`src/source/rv_defines.svh`:
```
// rv32i core parameters
`ifndef RV_DEFINES_SVH
`define RV_DEFINES_SVH

// data and address width
`define RV_XLEN 32

// integer register file
`define RV_REG_COUNT 32
`define RV_REG_ADDR_W 5

// first fetch address out of reset
`define RV_RESET_PC 32'h8000_0000

// pc step for sequential flow
`define RV_INST_BYTES 4

`endif

```
`src/source/rv_core_pkg.sv`:
```
// core microarchitecture types
`default_nettype none

package rv_core_pkg;

    typedef enum logic [3:0] {
        ADD,
        SUB,
        AND,
        OR,
        XOR,
        SLT,
        SLTU,
        SLL,
        SRL,
        SRA
    } alu_op_e;

    typedef enum logic [1:0] {
        NONE,
        BRANCH,
        JAL,
        JALR
    } jump_kind_e;

    // one instruction per pass through ADDR, DATA, EXEC
    typedef enum logic [1:0] {
        ADDR,
        DATA,
        EXEC,
        HALT
    } ctrl_state_e;

endpackage

`default_nettype wire

```
`src/source/rv_isa_pkg.sv`:
```
// rv32i instruction encoding
`default_nettype none
`include "rv_defines.svh"

package rv_isa_pkg;

    // major opcodes still handled by the core
    typedef enum logic [6:0] {
        OP     = 7'b0110011,
        OP_IMM = 7'b0010011,
        LUI    = 7'b0110111,
        AUIPC  = 7'b0010111,
        JAL    = 7'b1101111,
        JALR   = 7'b1100111,
        BRANCH = 7'b1100011,
        SYSTEM = 7'b1110011
    } opcode_e;

    typedef enum logic [2:0] {
        BEQ  = 3'b000,
        BNE  = 3'b001,
        BLT  = 3'b100,
        BGE  = 3'b101,
        BLTU = 3'b110,
        BGEU = 3'b111
    } branch_f3_e;

    typedef struct packed {
        logic [6:0]                funct7;
        logic [`RV_REG_ADDR_W-1:0] rs2;
        logic [`RV_REG_ADDR_W-1:0] rs1;
        logic [2:0]                funct3;
        logic [`RV_REG_ADDR_W-1:0] rd;
        logic [6:0]                opcode;
    } r_fmt_t;

    typedef struct packed {
        logic [11:0]               imm_11_0;
        logic [`RV_REG_ADDR_W-1:0] rs1;
        logic [2:0]                funct3;
        logic [`RV_REG_ADDR_W-1:0] rd;
        logic [6:0]                opcode;
    } i_fmt_t;

    typedef struct packed {
        logic [6:0]                imm_11_5;
        logic [`RV_REG_ADDR_W-1:0] rs2;
        logic [`RV_REG_ADDR_W-1:0] rs1;
        logic [2:0]                funct3;
        logic [4:0]                imm_4_0;
        logic [6:0]                opcode;
    } s_fmt_t;

    typedef struct packed {
        logic                      imm_12;
        logic [5:0]                imm_10_5;
        logic [`RV_REG_ADDR_W-1:0] rs2;
        logic [`RV_REG_ADDR_W-1:0] rs1;
        logic [2:0]                funct3;
        logic [3:0]                imm_4_1;
        logic                      imm_11;
        logic [6:0]                opcode;
    } b_fmt_t;

    typedef struct packed {
        logic [19:0]               imm_31_12;
        logic [`RV_REG_ADDR_W-1:0] rd;
        logic [6:0]                opcode;
    } u_fmt_t;

    typedef struct packed {
        logic                      imm_20;
        logic [9:0]                imm_10_1;
        logic                      imm_11;
        logic [7:0]                imm_19_12;
        logic [`RV_REG_ADDR_W-1:0] rd;
        logic [6:0]                opcode;
    } j_fmt_t;

    // one fetched word, viewed per format
    typedef union packed {
        logic [`RV_XLEN-1:0] raw;
        r_fmt_t              r;
        i_fmt_t              i;
        s_fmt_t              s;
        b_fmt_t              b;
        u_fmt_t              u;
        j_fmt_t              j;
    } inst_word_u;

endpackage

`default_nettype wire
```
`src/source/alu.sv`:
```
// 32-bit integer ALU
`timescale 1ns/1ps
`default_nettype none
`include "rv_defines.svh"

module alu (
    input  logic [`RV_XLEN-1:0]  a,
    input  logic [`RV_XLEN-1:0]  b,
    input  rv_core_pkg::alu_op_e op,
    output logic [`RV_XLEN-1:0]  result
);
    localparam int MSB = `RV_XLEN - 1;

    logic               sub;
    logic [`RV_XLEN-1:0] b_eff;
    logic [`RV_XLEN-1:0] sum;
    logic               overflow;
    logic               lt_signed;
    logic               lt_unsigned;
    logic [4:0]         shamt;

    // compares reuse the subtract path
    assign sub = (op == rv_core_pkg::SUB) || (op == rv_core_pkg::SLT) ||
                 (op == rv_core_pkg::SLTU);
    assign b_eff = b ^ {`RV_XLEN{sub}};
    assign sum   = a + b_eff + {{MSB{1'b0}}, sub};

    assign overflow  = (a[MSB] == b_eff[MSB]) && (sum[MSB] != a[MSB]);
    assign lt_signed = sum[MSB] ^ overflow;

    // differing msbs decide directly, otherwise the difference sign
    assign lt_unsigned = (a[MSB] == b[MSB]) ? sum[MSB] : b[MSB];

    assign shamt = b[4:0];

    always_comb begin
        case (op)
            rv_core_pkg::ADD,
            rv_core_pkg::SUB:  result = sum;
            rv_core_pkg::AND:  result = a & b;
            rv_core_pkg::OR:   result = a | b;
            rv_core_pkg::XOR:  result = a ^ b;
            rv_core_pkg::SLT:  result = {{MSB{1'b0}}, lt_signed};
            rv_core_pkg::SLTU: result = {{MSB{1'b0}}, lt_unsigned};
            rv_core_pkg::SLL:  result = a << shamt;
            rv_core_pkg::SRL:  result = a >> shamt;
            rv_core_pkg::SRA:  result = $unsigned($signed(a) >>> shamt);
            default:           result = '0;
        endcase
    end

endmodule

`default_nettype wire

```
`src/source/branch_unit.sv`:
```
// branch resolution and next pc
`timescale 1ns/1ps
`default_nettype none
`include "rv_defines.svh"

module branch_unit (
    input  logic [`RV_XLEN-1:0]     pc,
    input  logic [`RV_XLEN-1:0]     rs1_data,
    input  logic [`RV_XLEN-1:0]     rs2_data,
    input  logic [`RV_XLEN-1:0]     alu_result,
    input  rv_core_pkg::jump_kind_e jump_kind,
    input  rv_isa_pkg::branch_f3_e  branch_f3,
    output logic [`RV_XLEN-1:0]     next_pc,
    output logic [`RV_XLEN-1:0]     link
);
    logic taken;

    assign link = pc + `RV_INST_BYTES;

    always_comb begin
        case (branch_f3)
            rv_isa_pkg::BEQ:  taken = (rs1_data == rs2_data);
            rv_isa_pkg::BNE:  taken = (rs1_data != rs2_data);
            rv_isa_pkg::BLT:  taken = ($signed(rs1_data) < $signed(rs2_data));
            rv_isa_pkg::BGE:  taken = ($signed(rs1_data) >= $signed(rs2_data));
            rv_isa_pkg::BLTU: taken = (rs1_data < rs2_data);
            rv_isa_pkg::BGEU: taken = (rs1_data >= rs2_data);
            default:          taken = 1'b0;  // reserved funct3
        endcase
    end

    always_comb begin
        case (jump_kind)
            rv_core_pkg::JAL:    next_pc = alu_result;
            rv_core_pkg::JALR:   next_pc = {alu_result[`RV_XLEN-1:1], 1'b0};
            rv_core_pkg::BRANCH: next_pc = taken ? alu_result : link;
            default:             next_pc = link;
        endcase
    end

endmodule

`default_nettype wire

```
`src/source/fetch_control.sv`:
```
// fetch and sequencing FSM
`timescale 1ns/1ps
`default_nettype none
`include "rv_defines.svh"

module fetch_control (
    input  logic                clk,
    input  logic                reset,
    input  logic                ar_ready,
    output logic                ar_valid,
    output logic [`RV_XLEN-1:0] ar_addr,
    output logic [2:0]          ar_prot,
    input  logic                r_valid,
    input  logic [`RV_XLEN-1:0] r_data,
    input  logic [1:0]          r_resp,
    output logic                r_ready,
    input  logic [`RV_XLEN-1:0] next_pc,
    input  logic                is_ebreak,
    output logic [`RV_XLEN-1:0] inst,
    output logic [`RV_XLEN-1:0] pc,
    output logic                exec_en,
    output logic                retire_valid,
    output logic                halted,
    output logic                fetch_error
);
    localparam logic [1:0] RESP_OKAY = 2'b00;
    localparam logic [2:0] PROT_INSN = 3'b100;  // instruction, secure, unprivileged

    rv_core_pkg::ctrl_state_e state;
    logic [`RV_XLEN-1:0]      pc_q;
    logic [`RV_XLEN-1:0]      inst_q;
    logic                     error_q;

    always_ff @(posedge clk) begin
        if (reset) begin
            state   <= rv_core_pkg::ADDR;
            pc_q    <= `RV_RESET_PC;
            error_q <= 1'b0;
        end else begin
            case (state)
                rv_core_pkg::ADDR: begin
                    if (ar_ready) begin
                        state <= rv_core_pkg::DATA;
                    end
                end
                rv_core_pkg::DATA: begin
                    if (r_valid && r_resp != RESP_OKAY) begin
                        error_q <= 1'b1;  // bad fetch, no retire
                        state   <= rv_core_pkg::HALT;
                    end else if (r_valid) begin
                        state <= rv_core_pkg::EXEC;
                    end
                end
                rv_core_pkg::EXEC: begin
                    pc_q  <= next_pc;
                    state <= is_ebreak ? rv_core_pkg::HALT : rv_core_pkg::ADDR;
                end
                default: ;  // stays halted until reset
            endcase
        end
    end

    // instruction latch
    always_ff @(posedge clk) begin
        if (state == rv_core_pkg::DATA && r_valid) begin
            inst_q <= r_data;
        end
    end

    assign ar_valid = (state == rv_core_pkg::ADDR);
    assign ar_addr  = pc_q;
    assign ar_prot  = PROT_INSN;
    assign r_ready  = (state == rv_core_pkg::DATA);  // always accepts in DATA

    assign inst    = inst_q;
    assign pc      = pc_q;
    assign exec_en = (state == rv_core_pkg::EXEC);

    assign retire_valid = exec_en;
    assign halted       = (state == rv_core_pkg::HALT);
    assign fetch_error  = error_q;

    // AXI rule, a stalled request keeps its address
    ar_addr_stable: assert property (
        @(posedge clk) disable iff (reset)
        ar_valid && !ar_ready |=> ar_valid && $stable(ar_addr)
    );

    // targets from the branch unit must stay on word boundaries
    ar_addr_aligned: assert property (
        @(posedge clk) disable iff (reset)
        ar_valid |-> ar_addr[1:0] == 2'b00
    );

endmodule

`default_nettype wire

```
`src/source/inst_decode.sv`:
```
// rv32i instruction decoder
`timescale 1ns/1ps
`default_nettype none
`include "rv_defines.svh"

module inst_decode (
    input  logic [`RV_XLEN-1:0]       inst,
    output logic [`RV_REG_ADDR_W-1:0] rs1,
    output logic [`RV_REG_ADDR_W-1:0] rs2,
    output logic [`RV_REG_ADDR_W-1:0] rd,
    output logic [`RV_XLEN-1:0]       imm,
    output rv_core_pkg::alu_op_e      alu_op,
    output logic                      a_sel_pc,
    output logic                      a_zero,
    output logic                      b_imm,
    output rv_core_pkg::jump_kind_e   jump_kind,
    output rv_isa_pkg::branch_f3_e    branch_f3,
    output logic                      rd_we,
    output logic                      is_ebreak
);
    localparam logic [`RV_XLEN-1:0] EBREAK_WORD = 32'h0010_0073;

    rv_isa_pkg::inst_word_u word;
    logic [`RV_XLEN-1:0]    imm_i;
    logic [`RV_XLEN-1:0]    imm_b;
    logic [`RV_XLEN-1:0]    imm_u;
    logic [`RV_XLEN-1:0]    imm_j;
    rv_core_pkg::alu_op_e   arith_op;

    assign word = inst;

    assign rs1 = word.r.rs1;
    assign rs2 = word.r.rs2;
    assign rd  = word.r.rd;
    assign branch_f3 = rv_isa_pkg::branch_f3_e'(word.b.funct3);

    assign imm_i = {{20{word.i.imm_11_0[11]}}, word.i.imm_11_0};
    assign imm_b = {{20{word.b.imm_12}}, word.b.imm_11, word.b.imm_10_5, word.b.imm_4_1, 1'b0};
    assign imm_u = {word.u.imm_31_12, 12'b0};
    assign imm_j = {{12{word.j.imm_20}}, word.j.imm_19_12, word.j.imm_11,
                    word.j.imm_10_1, 1'b0};

    // funct3/funct7 to alu op, shared by OP and OP_IMM
    always_comb begin
        case (word.r.funct3)
            3'b000: begin
                if (word.r.opcode == rv_isa_pkg::OP && word.r.funct7[5]) begin
                    arith_op = rv_core_pkg::SUB;  // register form only
                end else begin
                    arith_op = rv_core_pkg::ADD;
                end
            end
            3'b001:  arith_op = rv_core_pkg::SLL;
            3'b010:  arith_op = rv_core_pkg::SLT;
            3'b011:  arith_op = rv_core_pkg::SLTU;
            3'b100:  arith_op = rv_core_pkg::XOR;
            3'b101:  arith_op = word.r.funct7[5] ? rv_core_pkg::SRA : rv_core_pkg::SRL;
            3'b110:  arith_op = rv_core_pkg::OR;
            default: arith_op = rv_core_pkg::AND;
        endcase
    end

    always_comb begin
        imm       = '0;
        alu_op    = rv_core_pkg::ADD;
        a_sel_pc  = 1'b0;
        a_zero    = 1'b0;
        b_imm     = 1'b0;
        jump_kind = rv_core_pkg::NONE;
        rd_we     = 1'b0;
        is_ebreak = 1'b0;
        case (word.r.opcode)
            rv_isa_pkg::OP: begin
                alu_op = arith_op;
                rd_we  = 1'b1;
            end
            rv_isa_pkg::OP_IMM: begin
                imm    = imm_i;
                alu_op = arith_op;
                b_imm  = 1'b1;
                rd_we  = 1'b1;
            end
            rv_isa_pkg::LUI: begin
                imm    = imm_u;
                a_zero = 1'b1;  // 0 + imm
                b_imm  = 1'b1;
                rd_we  = 1'b1;
            end
            rv_isa_pkg::AUIPC: begin
                imm      = imm_u;
                a_sel_pc = 1'b1;
                b_imm    = 1'b1;
                rd_we    = 1'b1;
            end
            rv_isa_pkg::JAL: begin
                imm       = imm_j;
                a_sel_pc  = 1'b1;  // alu forms the target
                b_imm     = 1'b1;
                jump_kind = rv_core_pkg::JAL;
                rd_we     = 1'b1;
            end
            rv_isa_pkg::JALR: begin
                imm       = imm_i;
                b_imm     = 1'b1;
                jump_kind = rv_core_pkg::JALR;
                rd_we     = 1'b1;
            end
            rv_isa_pkg::BRANCH: begin
                imm       = imm_b;
                a_sel_pc  = 1'b1;
                b_imm     = 1'b1;
                jump_kind = rv_core_pkg::BRANCH;
            end
            rv_isa_pkg::SYSTEM: begin
                is_ebreak = (word.raw == EBREAK_WORD);
            end
            default: ;  // retires as a no-op
        endcase
    end

endmodule

`default_nettype wire

```
`src/source/reg_file.sv`:
```
// integer register file
`timescale 1ns/1ps
`default_nettype none
`include "rv_defines.svh"

module reg_file (
    input  logic                      clk,
    input  logic                      we,
    input  logic [`RV_REG_ADDR_W-1:0] waddr,
    input  logic [`RV_REG_ADDR_W-1:0] raddr1,
    input  logic [`RV_REG_ADDR_W-1:0] raddr2,
    input  logic [`RV_XLEN-1:0]       wdata,
    output logic [`RV_XLEN-1:0]       rdata1,
    output logic [`RV_XLEN-1:0]       rdata2
);
    logic [`RV_XLEN-1:0] regs [`RV_REG_COUNT];

    always_ff @(posedge clk) begin
        if (we && waddr != '0) begin
            regs[waddr] <= wdata;  // x0 never written
        end
    end

    // combinational reads, x0 forced to zero
    assign rdata1 = (raddr1 == '0) ? '0 : regs[raddr1];
    assign rdata2 = (raddr2 == '0) ? '0 : regs[raddr2];

endmodule

`default_nettype wire

```
`src/source/rv_core_top.sv`:
```
// rv32i core top level
`timescale 1ns/1ps
`default_nettype none
`include "rv_defines.svh"

module rv_core_top (
    input  logic                      clk,
    input  logic                      reset,
    // AXI4-Lite instruction read
    output logic                      ar_valid,
    input  logic                      ar_ready,
    output logic [`RV_XLEN-1:0]       ar_addr,
    output logic [2:0]                ar_prot,
    input  logic                      r_valid,
    output logic                      r_ready,
    input  logic [`RV_XLEN-1:0]       r_data,
    input  logic [1:0]                r_resp,
    // retire and status
    output logic                      retire_valid,
    output logic [`RV_XLEN-1:0]       retire_pc,
    output logic                      retire_we,
    output logic [`RV_REG_ADDR_W-1:0] retire_rd,
    output logic [`RV_XLEN-1:0]       retire_wdata,
    output logic                      halted,
    output logic                      fetch_error
);
    logic [`RV_XLEN-1:0]       inst;
    logic [`RV_XLEN-1:0]       pc;
    logic [`RV_XLEN-1:0]       next_pc;
    logic                      exec_en;
    logic [`RV_REG_ADDR_W-1:0] rs1;
    logic [`RV_REG_ADDR_W-1:0] rs2;
    logic [`RV_REG_ADDR_W-1:0] rd;
    logic [`RV_XLEN-1:0]       imm;
    rv_core_pkg::alu_op_e      alu_op;
    logic                      a_sel_pc;
    logic                      a_zero;
    logic                      b_imm;
    rv_core_pkg::jump_kind_e   jump_kind;
    rv_isa_pkg::branch_f3_e    branch_f3;
    logic                      rd_we;
    logic                      is_ebreak;
    logic [`RV_XLEN-1:0]       rs1_data;
    logic [`RV_XLEN-1:0]       rs2_data;
    logic [`RV_XLEN-1:0]       alu_a;
    logic [`RV_XLEN-1:0]       alu_b;
    logic [`RV_XLEN-1:0]       alu_result;
    logic [`RV_XLEN-1:0]       link;
    logic [`RV_XLEN-1:0]       wdata;
    logic                      rf_we;

    fetch_control u_fetch (
        .clk          (clk),
        .reset        (reset),
        .ar_ready     (ar_ready),
        .ar_valid     (ar_valid),
        .ar_addr      (ar_addr),
        .ar_prot      (ar_prot),
        .r_valid      (r_valid),
        .r_data       (r_data),
        .r_resp       (r_resp),
        .r_ready      (r_ready),
        .next_pc      (next_pc),
        .is_ebreak    (is_ebreak),
        .inst         (inst),
        .pc           (pc),
        .exec_en      (exec_en),
        .retire_valid (retire_valid),
        .halted       (halted),
        .fetch_error  (fetch_error)
    );

    inst_decode u_decode (
        .inst      (inst),
        .rs1       (rs1),
        .rs2       (rs2),
        .rd        (rd),
        .imm       (imm),
        .alu_op    (alu_op),
        .a_sel_pc  (a_sel_pc),
        .a_zero    (a_zero),
        .b_imm     (b_imm),
        .jump_kind (jump_kind),
        .branch_f3 (branch_f3),
        .rd_we     (rd_we),
        .is_ebreak (is_ebreak)
    );

    assign rf_we = rd_we & exec_en;  // write on the edge ending EXEC

    reg_file u_regs (
        .clk    (clk),
        .we     (rf_we),
        .waddr  (rd),
        .raddr1 (rs1),
        .raddr2 (rs2),
        .wdata  (wdata),
        .rdata1 (rs1_data),
        .rdata2 (rs2_data)
    );

    // operand selects, LUI takes zero on a
    assign alu_a = a_zero ? '0 : (a_sel_pc ? pc : rs1_data);
    assign alu_b = b_imm ? imm : rs2_data;

    alu u_alu (
        .a      (alu_a),
        .b      (alu_b),
        .op     (alu_op),
        .result (alu_result)
    );

    branch_unit u_branch (
        .pc         (pc),
        .rs1_data   (rs1_data),
        .rs2_data   (rs2_data),
        .alu_result (alu_result),
        .jump_kind  (jump_kind),
        .branch_f3  (branch_f3),
        .next_pc    (next_pc),
        .link       (link)
    );

    // jumps write the return address
    assign wdata = (jump_kind == rv_core_pkg::JAL || jump_kind == rv_core_pkg::JALR) ?
                   link : alu_result;

    assign retire_pc    = pc;
    assign retire_we    = rf_we && (rd != '0);
    assign retire_rd    = rd;
    assign retire_wdata = wdata;

endmodule

`default_nettype wire

```
`config.mk`:
```
export PLATFORM = sky130hd
export DESIGN_NAME = rv_core_top
export DESIGN_NICKNAME = d
export VERILOG_FILES = /design/src/source/rv_core_pkg.sv /design/src/source/rv_isa_pkg.sv /design/src/source/alu.sv /design/src/source/branch_unit.sv /design/src/source/fetch_control.sv /design/src/source/inst_decode.sv /design/src/source/reg_file.sv /design/src/source/rv_core_top.sv
export VERILOG_INCLUDE_DIRS = /design/src /design/src/source
export SDC_FILE = /design/constraint.sdc
export NUM_CORES = 2
export LEC_CHECK = 0
export ABC_AREA = 1
export BUFFER_PORTS_ARGS = -buffer_cell sky130_fd_sc_hd__buf_4
export CAP_MARGIN = 5
export CORE_ASPECT_RATIO = 2
export CORE_MARGIN = 2
export CORE_UTILIZATION = 35
export CTS_BUF_LIST = sky130_fd_sc_hd__clkbuf_16
export CTS_CLUSTER_DIAMETER = 150
export DETAILED_ROUTE_END_ITERATION = 8
export PLACE_DENSITY = 0.51
export REMOVE_ABC_BUFFERS = 1
export SLEW_MARGIN = 20
export SYNTH_ARGS = -nofsm -noshare
export SYNTH_HDL_FRONTEND = slang
export SYNTH_SLANG_ARGS = --single-unit
```
`constraint.sdc`:
```
create_clock -name clk -period 7.6 [get_ports clk]
set_clock_uncertainty 0.2 [all_clocks]
set_input_delay 1.52 -clock clk [delete_from_list [all_inputs] [get_ports clk]]
set_output_delay 1.52 -clock clk [all_outputs]
set_load 0.02 [all_outputs]
```
[Word-level counts from Yosys, hierarchy flattened]
Memory sizes are Yosys's and may differ from the RTL's. A register that Yosys moved wholly into a read port is not among the register bits.
Index checks and enable logic that the tools add are counted.
Operators by class
  mux-type cells: 31
  add/subtract/negate cells: 3
  reductions and logical operators: 25
  order comparisons: 4
  equality and inequality tests: 38
  shift operators: 3
  bitwise operators: 6
Operator list (count)
  case mux 32 bit (9 select lines): 1
  2-to-1 mux 32 bit: 7
  case mux 32 bit (4 select lines): 1
  case mux 32 bit (3 select lines): 1
  >= comparator 32 bit: 2
  < comparator 32 bit: 2
  bitwise XOR 32 bit: 2
  adder 32 x 1 -> 32 bit: 1
  adder 32 x 3 -> 32 bit (second input constant): 1
  adder 32 bit: 1
  AND 32 bit: 1
  == test 32 x 21 -> 1 bit (second input constant): 1
  == test 32 bit: 1
  != test 32 bit: 1
  OR 32 bit: 1
  << shifter 32 x 5 -> 32 bit: 1
  right shift 32 x 5 -> 32 bit: 1
  >>> shifter 32 x 5 -> 32 bit: 1
  == test 7 bit (second input constant): 4
  case mux 4 bit (7 select lines): 1
  == test 4 x 3 -> 1 bit (second input constant): 4
  == test 7 x 5 -> 1 bit (second input constant): 2
  == test 7 x 6 -> 1 bit (second input constant): 2
  == test 3 bit (second input constant): 4
  33 further kinds: 66
Storage, ports and cells
  register bits after elaboration: 67
  memories kept: 1
  word-level logic and storage cells: 115
  memory bits (writable): 1024
  output and inout bits: 110
Memory list
  u_regs.regs: words 32, width 32, read ports 2, clocked after Yosys merged registers in 2, wr ports 1, line reg_file.sv:16  | logic [`RV_XLEN-1:0] regs [`RV_REG_COUNT];

[Logic depth before layout (Yosys ltp)]
  depth after elaboration: 17
  depth in mapped cells: 34
  gate-level depth less buffers: 33

[Cells and area by module]
A second synthesis with hierarchy kept.
Unflattened totals
  cells, all modules: 8697
  area total of the unflattened synthesis: 66946.7 um^2
By module, submodules not included
  reg_file: times used 1, cells each 5972, sequential area each 30749.5 um^2, area an instance 51687.1 um^2
  alu: times used 1, cells each 1367, sequential area each 0.0 um^2, area an instance 7269.5 um^2
  branch_unit: times used 1, cells each 601, sequential area each 0.0 um^2, area an instance 2969.1 um^2
  fetch_control: times used 1, cells each 245, sequential area each 1661.6 um^2, area an instance 2582.5 um^2
  rv_core_top: times used 1, cells each 321, sequential area each 0.0 um^2, area an instance 1545.2 um^2
  inst_decode: times used 1, cells each 191, sequential area each 0.0 um^2, area an instance 893.4 um^2

[Worst setup path after synthesis]
Ideal clock, no wire load.
  path kind: register to output
  from: register (tool-made name)
  to: output retire_wdata[22]
  cell stages (with the launch flop): 33
  setup slack: 1023 ps
  arrival: 4857 ps
  cell sequence: dfxtp_1 -> inv_2 -> buf_4 -> buf_6 -> buf_2 -> buf_4 -> buf_2 -> clkbuf_1 -> nor2_1 -> o22ai_1 -> nor2_1 -> o211ai_1 -> nand3_1 -> nand2_1 -> o21ai_0 -> xor2_1 -> ha_1 -> a21oi_1 -> o21ai_0 -> a21oi_1 -> inv_1 -> a21oi_1 -> o21ai_0 -> nand2_1 -> nand2_1 -> nand2_1 -> nand2_1 -> o21ai_0 -> a21oi_1 -> a211oi_1 -> nand4_1 -> nand2_1 -> o21ai_0
RTL lines
  end, declared: line rv_core_top.sv:23  | output logic [`RV_XLEN-1:0] retire_wdata,

==> impl_metrics.py <==
metrics = {
    "die": {
        "core_area_um2": 183000,
        "io_pins": 148,
        "rows": 222,
        "fp.dieW_um": 307,
        "initial_utilization": 0.352,
        "fp.dieH_um": 611,
        "die_area_um2": 188000,
    },
    "layout": {
        "syn_to_final_growth_pct": 16.4,
        "nets": 8010,
        "final_util": 0.410,
        "fin_area_um2": 75000,
        "ff_latch_area_um2": 32600,
        "multi_input_area_um2": 28600,
        "fillers": 18000,
        "final_cells": 10300,
        "drive_gt1_frac": 0.121,
    },
    "grt": {
        "grt_pass1_vias": 60100,
        "antenna_found_initial": 9,
        "grt_overflow": 0,
        "grt_max_degree": 105,
        "grt_pass1_wl_um": 440000,
        "grt_usage": 0.327,
    },
    "run_status": {
        "status": "finished, violations left",
        "violations": "negative setup slack",
    },
    "yosys": {
        "ys_warn_count": 0,
        "synth.area.top_cells": "edfxtp_1 49%, nand2_1 12%, nand3_1 11%",
        "post-synth-top-area-fraction": 0.492,
        "ys_seq_elements": 1101,
        "yosysSeqAreaShare": 0.506,
        "syn_area_um2": 64500,
        "ys_types": 55,
        "yosysTopAreaCell": "edfxtp_1",
        "synthCells": 7702,
        "async_flop_share": 0,
        "avgSynthCellArea_um2": 8.37,
        "synth-edff-count": 1056,
        "ys.flop_type": "edfxtp_1",
    },
    "worst_setup_path": {
        "cp_max_fo": 23,
        "crit_path_end": "retire_wdata[31]",
        "crit_arrival_ns": 5.90,
        "r2r_slack_ns": 1.36,
        "cp-start-kind": "flop",
        "worstReg2RegEnd": "u_fetch.ar_addr[20]",
        "critPathCaptureType": "primary output",
        "critPathKind": "reg2out",
        "r2r_cells": 29,
        "required_ns": 5.88,
    },
    "drt": {
        "wl_per_cell_um": 31.3,
        "drtAntennaViolNets": 0,
        "drt_iter0_drc": 7827,
        "route.detailed.drc": 0,
        "via_count": 63200,
        "viasPerCell": 6.15,
        "first_pass_iters": 8,
        "totalWireLength_um": 322000,
    },
    "placement": {
        "portBuffers": 144,
        "placed_area_um2": 69800,
        "globalplace.congestion": 1.02,
        "dpl_worst_slack_ns": 0.0436,
        "dp_cells": 10000,
        "dp_hpwl_um": 207000,
    },
    "cts": {
        "hold_buffers": 0,
        "insertion_delay_ns": 0.75,
        "tritoncts": "built",
        "cts.sinks": 1101,
        "cts_buffers": 105,
        "clockRootBuffer": "clkbuf_16",
        "clk_pin_slew_ns": 0.07,
        "cts_htree_levels": 3,
        "clockBufferDepth": 3,
    },
    "flow_run": {
        "drv_cap": 0,
    },
    "timing": {
        "hold_viol_final": 0,
        "tns_ns": -0.0207,
        "final.setup.worst_slack_ns": -0.0207,
        "fin_crit_sh": 1.00,
        "fmax_mhz": 131,
        "slew_headroom": 0.210,
        "drv_slew": 0,
        "tightest_slew_ns": 1.18,
        "finalCriticalPeriod_ns": 7.62,
        "rsz0062_at_grt": "true",
        "setup_viol": 1,
    },
    "power_and_ir_drop": {
        "ir_drop_uv": 231,
        "internal_power_mw": 16.0,
        "switching_share": 0.446,
        "seqPwrFrac": 0.319,
        "leakage_nw": 29.1,
        "p_comb_frac": 0.484,
        "powerDensity_nw_per_um2": 384,
        "power.switching_mw": 12.9,
        "p_clk_frac": 0.197,
    },
    "min_path": {
        "hold_start": "u_fetch.fetch_error",
        "holdCritPathClass": "reg2reg",
    },
}
-- cell usage in the layout, fill, tap and decap left out, drive strengths merged, types with 48 or more instances in the layout --
| cell | instances |
|---|---|
| o21ai | 692 |
| buf | 570 |
| nand2 | 2102 |
| nor2 | 687 |
| nand3 | 1420 |
| o221ai | 178 |
| o211ai | 48 |
| ha | 133 |
| inv | 309 |
| clkinv | 53 |
| o22ai | 63 |
| xor2 | 56 |
| edfxtp | 1056 |
| clkbuf | 121 |
| a21oi | 191 |
-- worst min-delay path by stage --
| stage | depth (start not counted) | slack, ns | to |
|---|---|---|---|
| final | 2 | 0.25 | u_fetch.fetch_error |
| after global routing | 2 | 0.28 | u_fetch.fetch_error |
| after CTS | 2 | 0.26 | u_fetch.fetch_error |
| after detailed placement | 2 | 0.25 | u_fetch.fetch_error |
| after global placement | 2 | 0.25 | u_fetch.fetch_error |
| after floorplan | 2 | 0.27 | flop |
-- Yosys cell counts (6+ instances only) --
cell type  number
nor2_1        673
clkbuf_1      202
o22ai_1        63
o21a_1          6
a31oi_1        18
o2111ai_1       9
xor2_1         56
buf_6          18
edfxtp_1     1056
o211ai_1       48
nand4_1        41
nand3b_1        7
buf_4         133
nor4_1          8
ha_1          133
o21bai_1        6
inv_1         268
a211oi_1        8
o21ai_1        42
nor2_2         12
o221ai_1      178
o21ai_0       646
nand3_1      1414
buf_2         199
o31ai_1         6
nand2_1      2096
a21oi_1       191
buf_1          40
nor3_1         16
dfxtp_1        45
inv_2          16
-- final cells by class --
class                   instances  area share
clock buffers                 106      0.0354
diodes                          3    0.000100
inverters                     287      0.0158
repair buffers                587      0.0803
multi-input cells            5755       0.381
flip-flops and latches       1101       0.435
clock inverters                94      0.0129
repair inverters                1    0.000217
well taps                    2352      0.0392
-- power by group through the flow --
stage / sequential (mW) / combinational (mW) / clock (mW)
2_1_floorplan: 9.79 / 6.66 / 0
3_3_place_gp: 9.32 / 13.0 / 0
3_5_place_dp: 9.32 / 13.1 / 0
4_1_cts: 9.19 / 13.3 / 5.73
5_1_grt: 9.19 / 14.8 / 5.93
6_report: 9.18 / 13.9 / 5.68
-- timing repair --
item	in CTS	in global routing
setup endpoints to repair	22	25
pin swaps	11	13
buffers inserted	26	21
resized for setup	54	95
gates cloned	4	16
-- cell families after synthesis --
group,Yosys count,synth area share
xor+xnor,57,0.00774
other cells,2,0.000116
simple gates,4292,0.283
fa+ha+maj,134,0.0261
buf+inv,879,0.0650
compound gates,1237,0.113
flops,1101,0.506
-- state kept, by name, summed over array words and instances, names as in the netlist, named ones only --
register and flops:
u_regs.regs 1024, u_fetch.ar_addr 32, u_fetch.inst 32, u_fetch.state 2, u_fetch.fetch_error 1
-- per-layer routing --
metal	GRT usage	routed length (µm)
met1	0.358	108000
met2	0.548	152000
met3	0.0604	27700
met4	0.274	33100
met5	0	34
-- per-stage QoR --
| step | total power [mW] | hold WS (ns) |
|---|---|---|
| CTS | 28.2 | 0.256 |
| floorplan | 16.4 | 0.268 |
| detailed placement | 22.4 | 0.247 |
| global route | 29.9 | 0.281 |
| finish | 28.8 | 0.254 |
| global placement | 22.4 | 0.247 |
-- worst max-delay path: stages, from the launching register on --
cell and delay (ns):
dfxtp_4 0.44, buf_12 0.18, buf_16 0.20, buf_16 0.20, buf_6 0.18, o21ai_0 0.10
o221ai_1 0.25, nand3_1 0.13, nand3_1 0.22, nand4_1 0.52, nand3_2 0.35, xor2_1 0.18
ha_1 0.26, inv_1 0.14, nor3_1 0.07, buf_4 0.15, nand2_1 0.09, nor2_1 0.05
a211oi_1 0.18, buf_4 0.17, nand2_1 0.07, nand2_1 0.08, nand3_1 0.06, nand2_1 0.20
nand2_1 0.10, o21ai_2 0.28, buf_4 0.25
No activity file was read; power rests on OpenSTA's default activity.
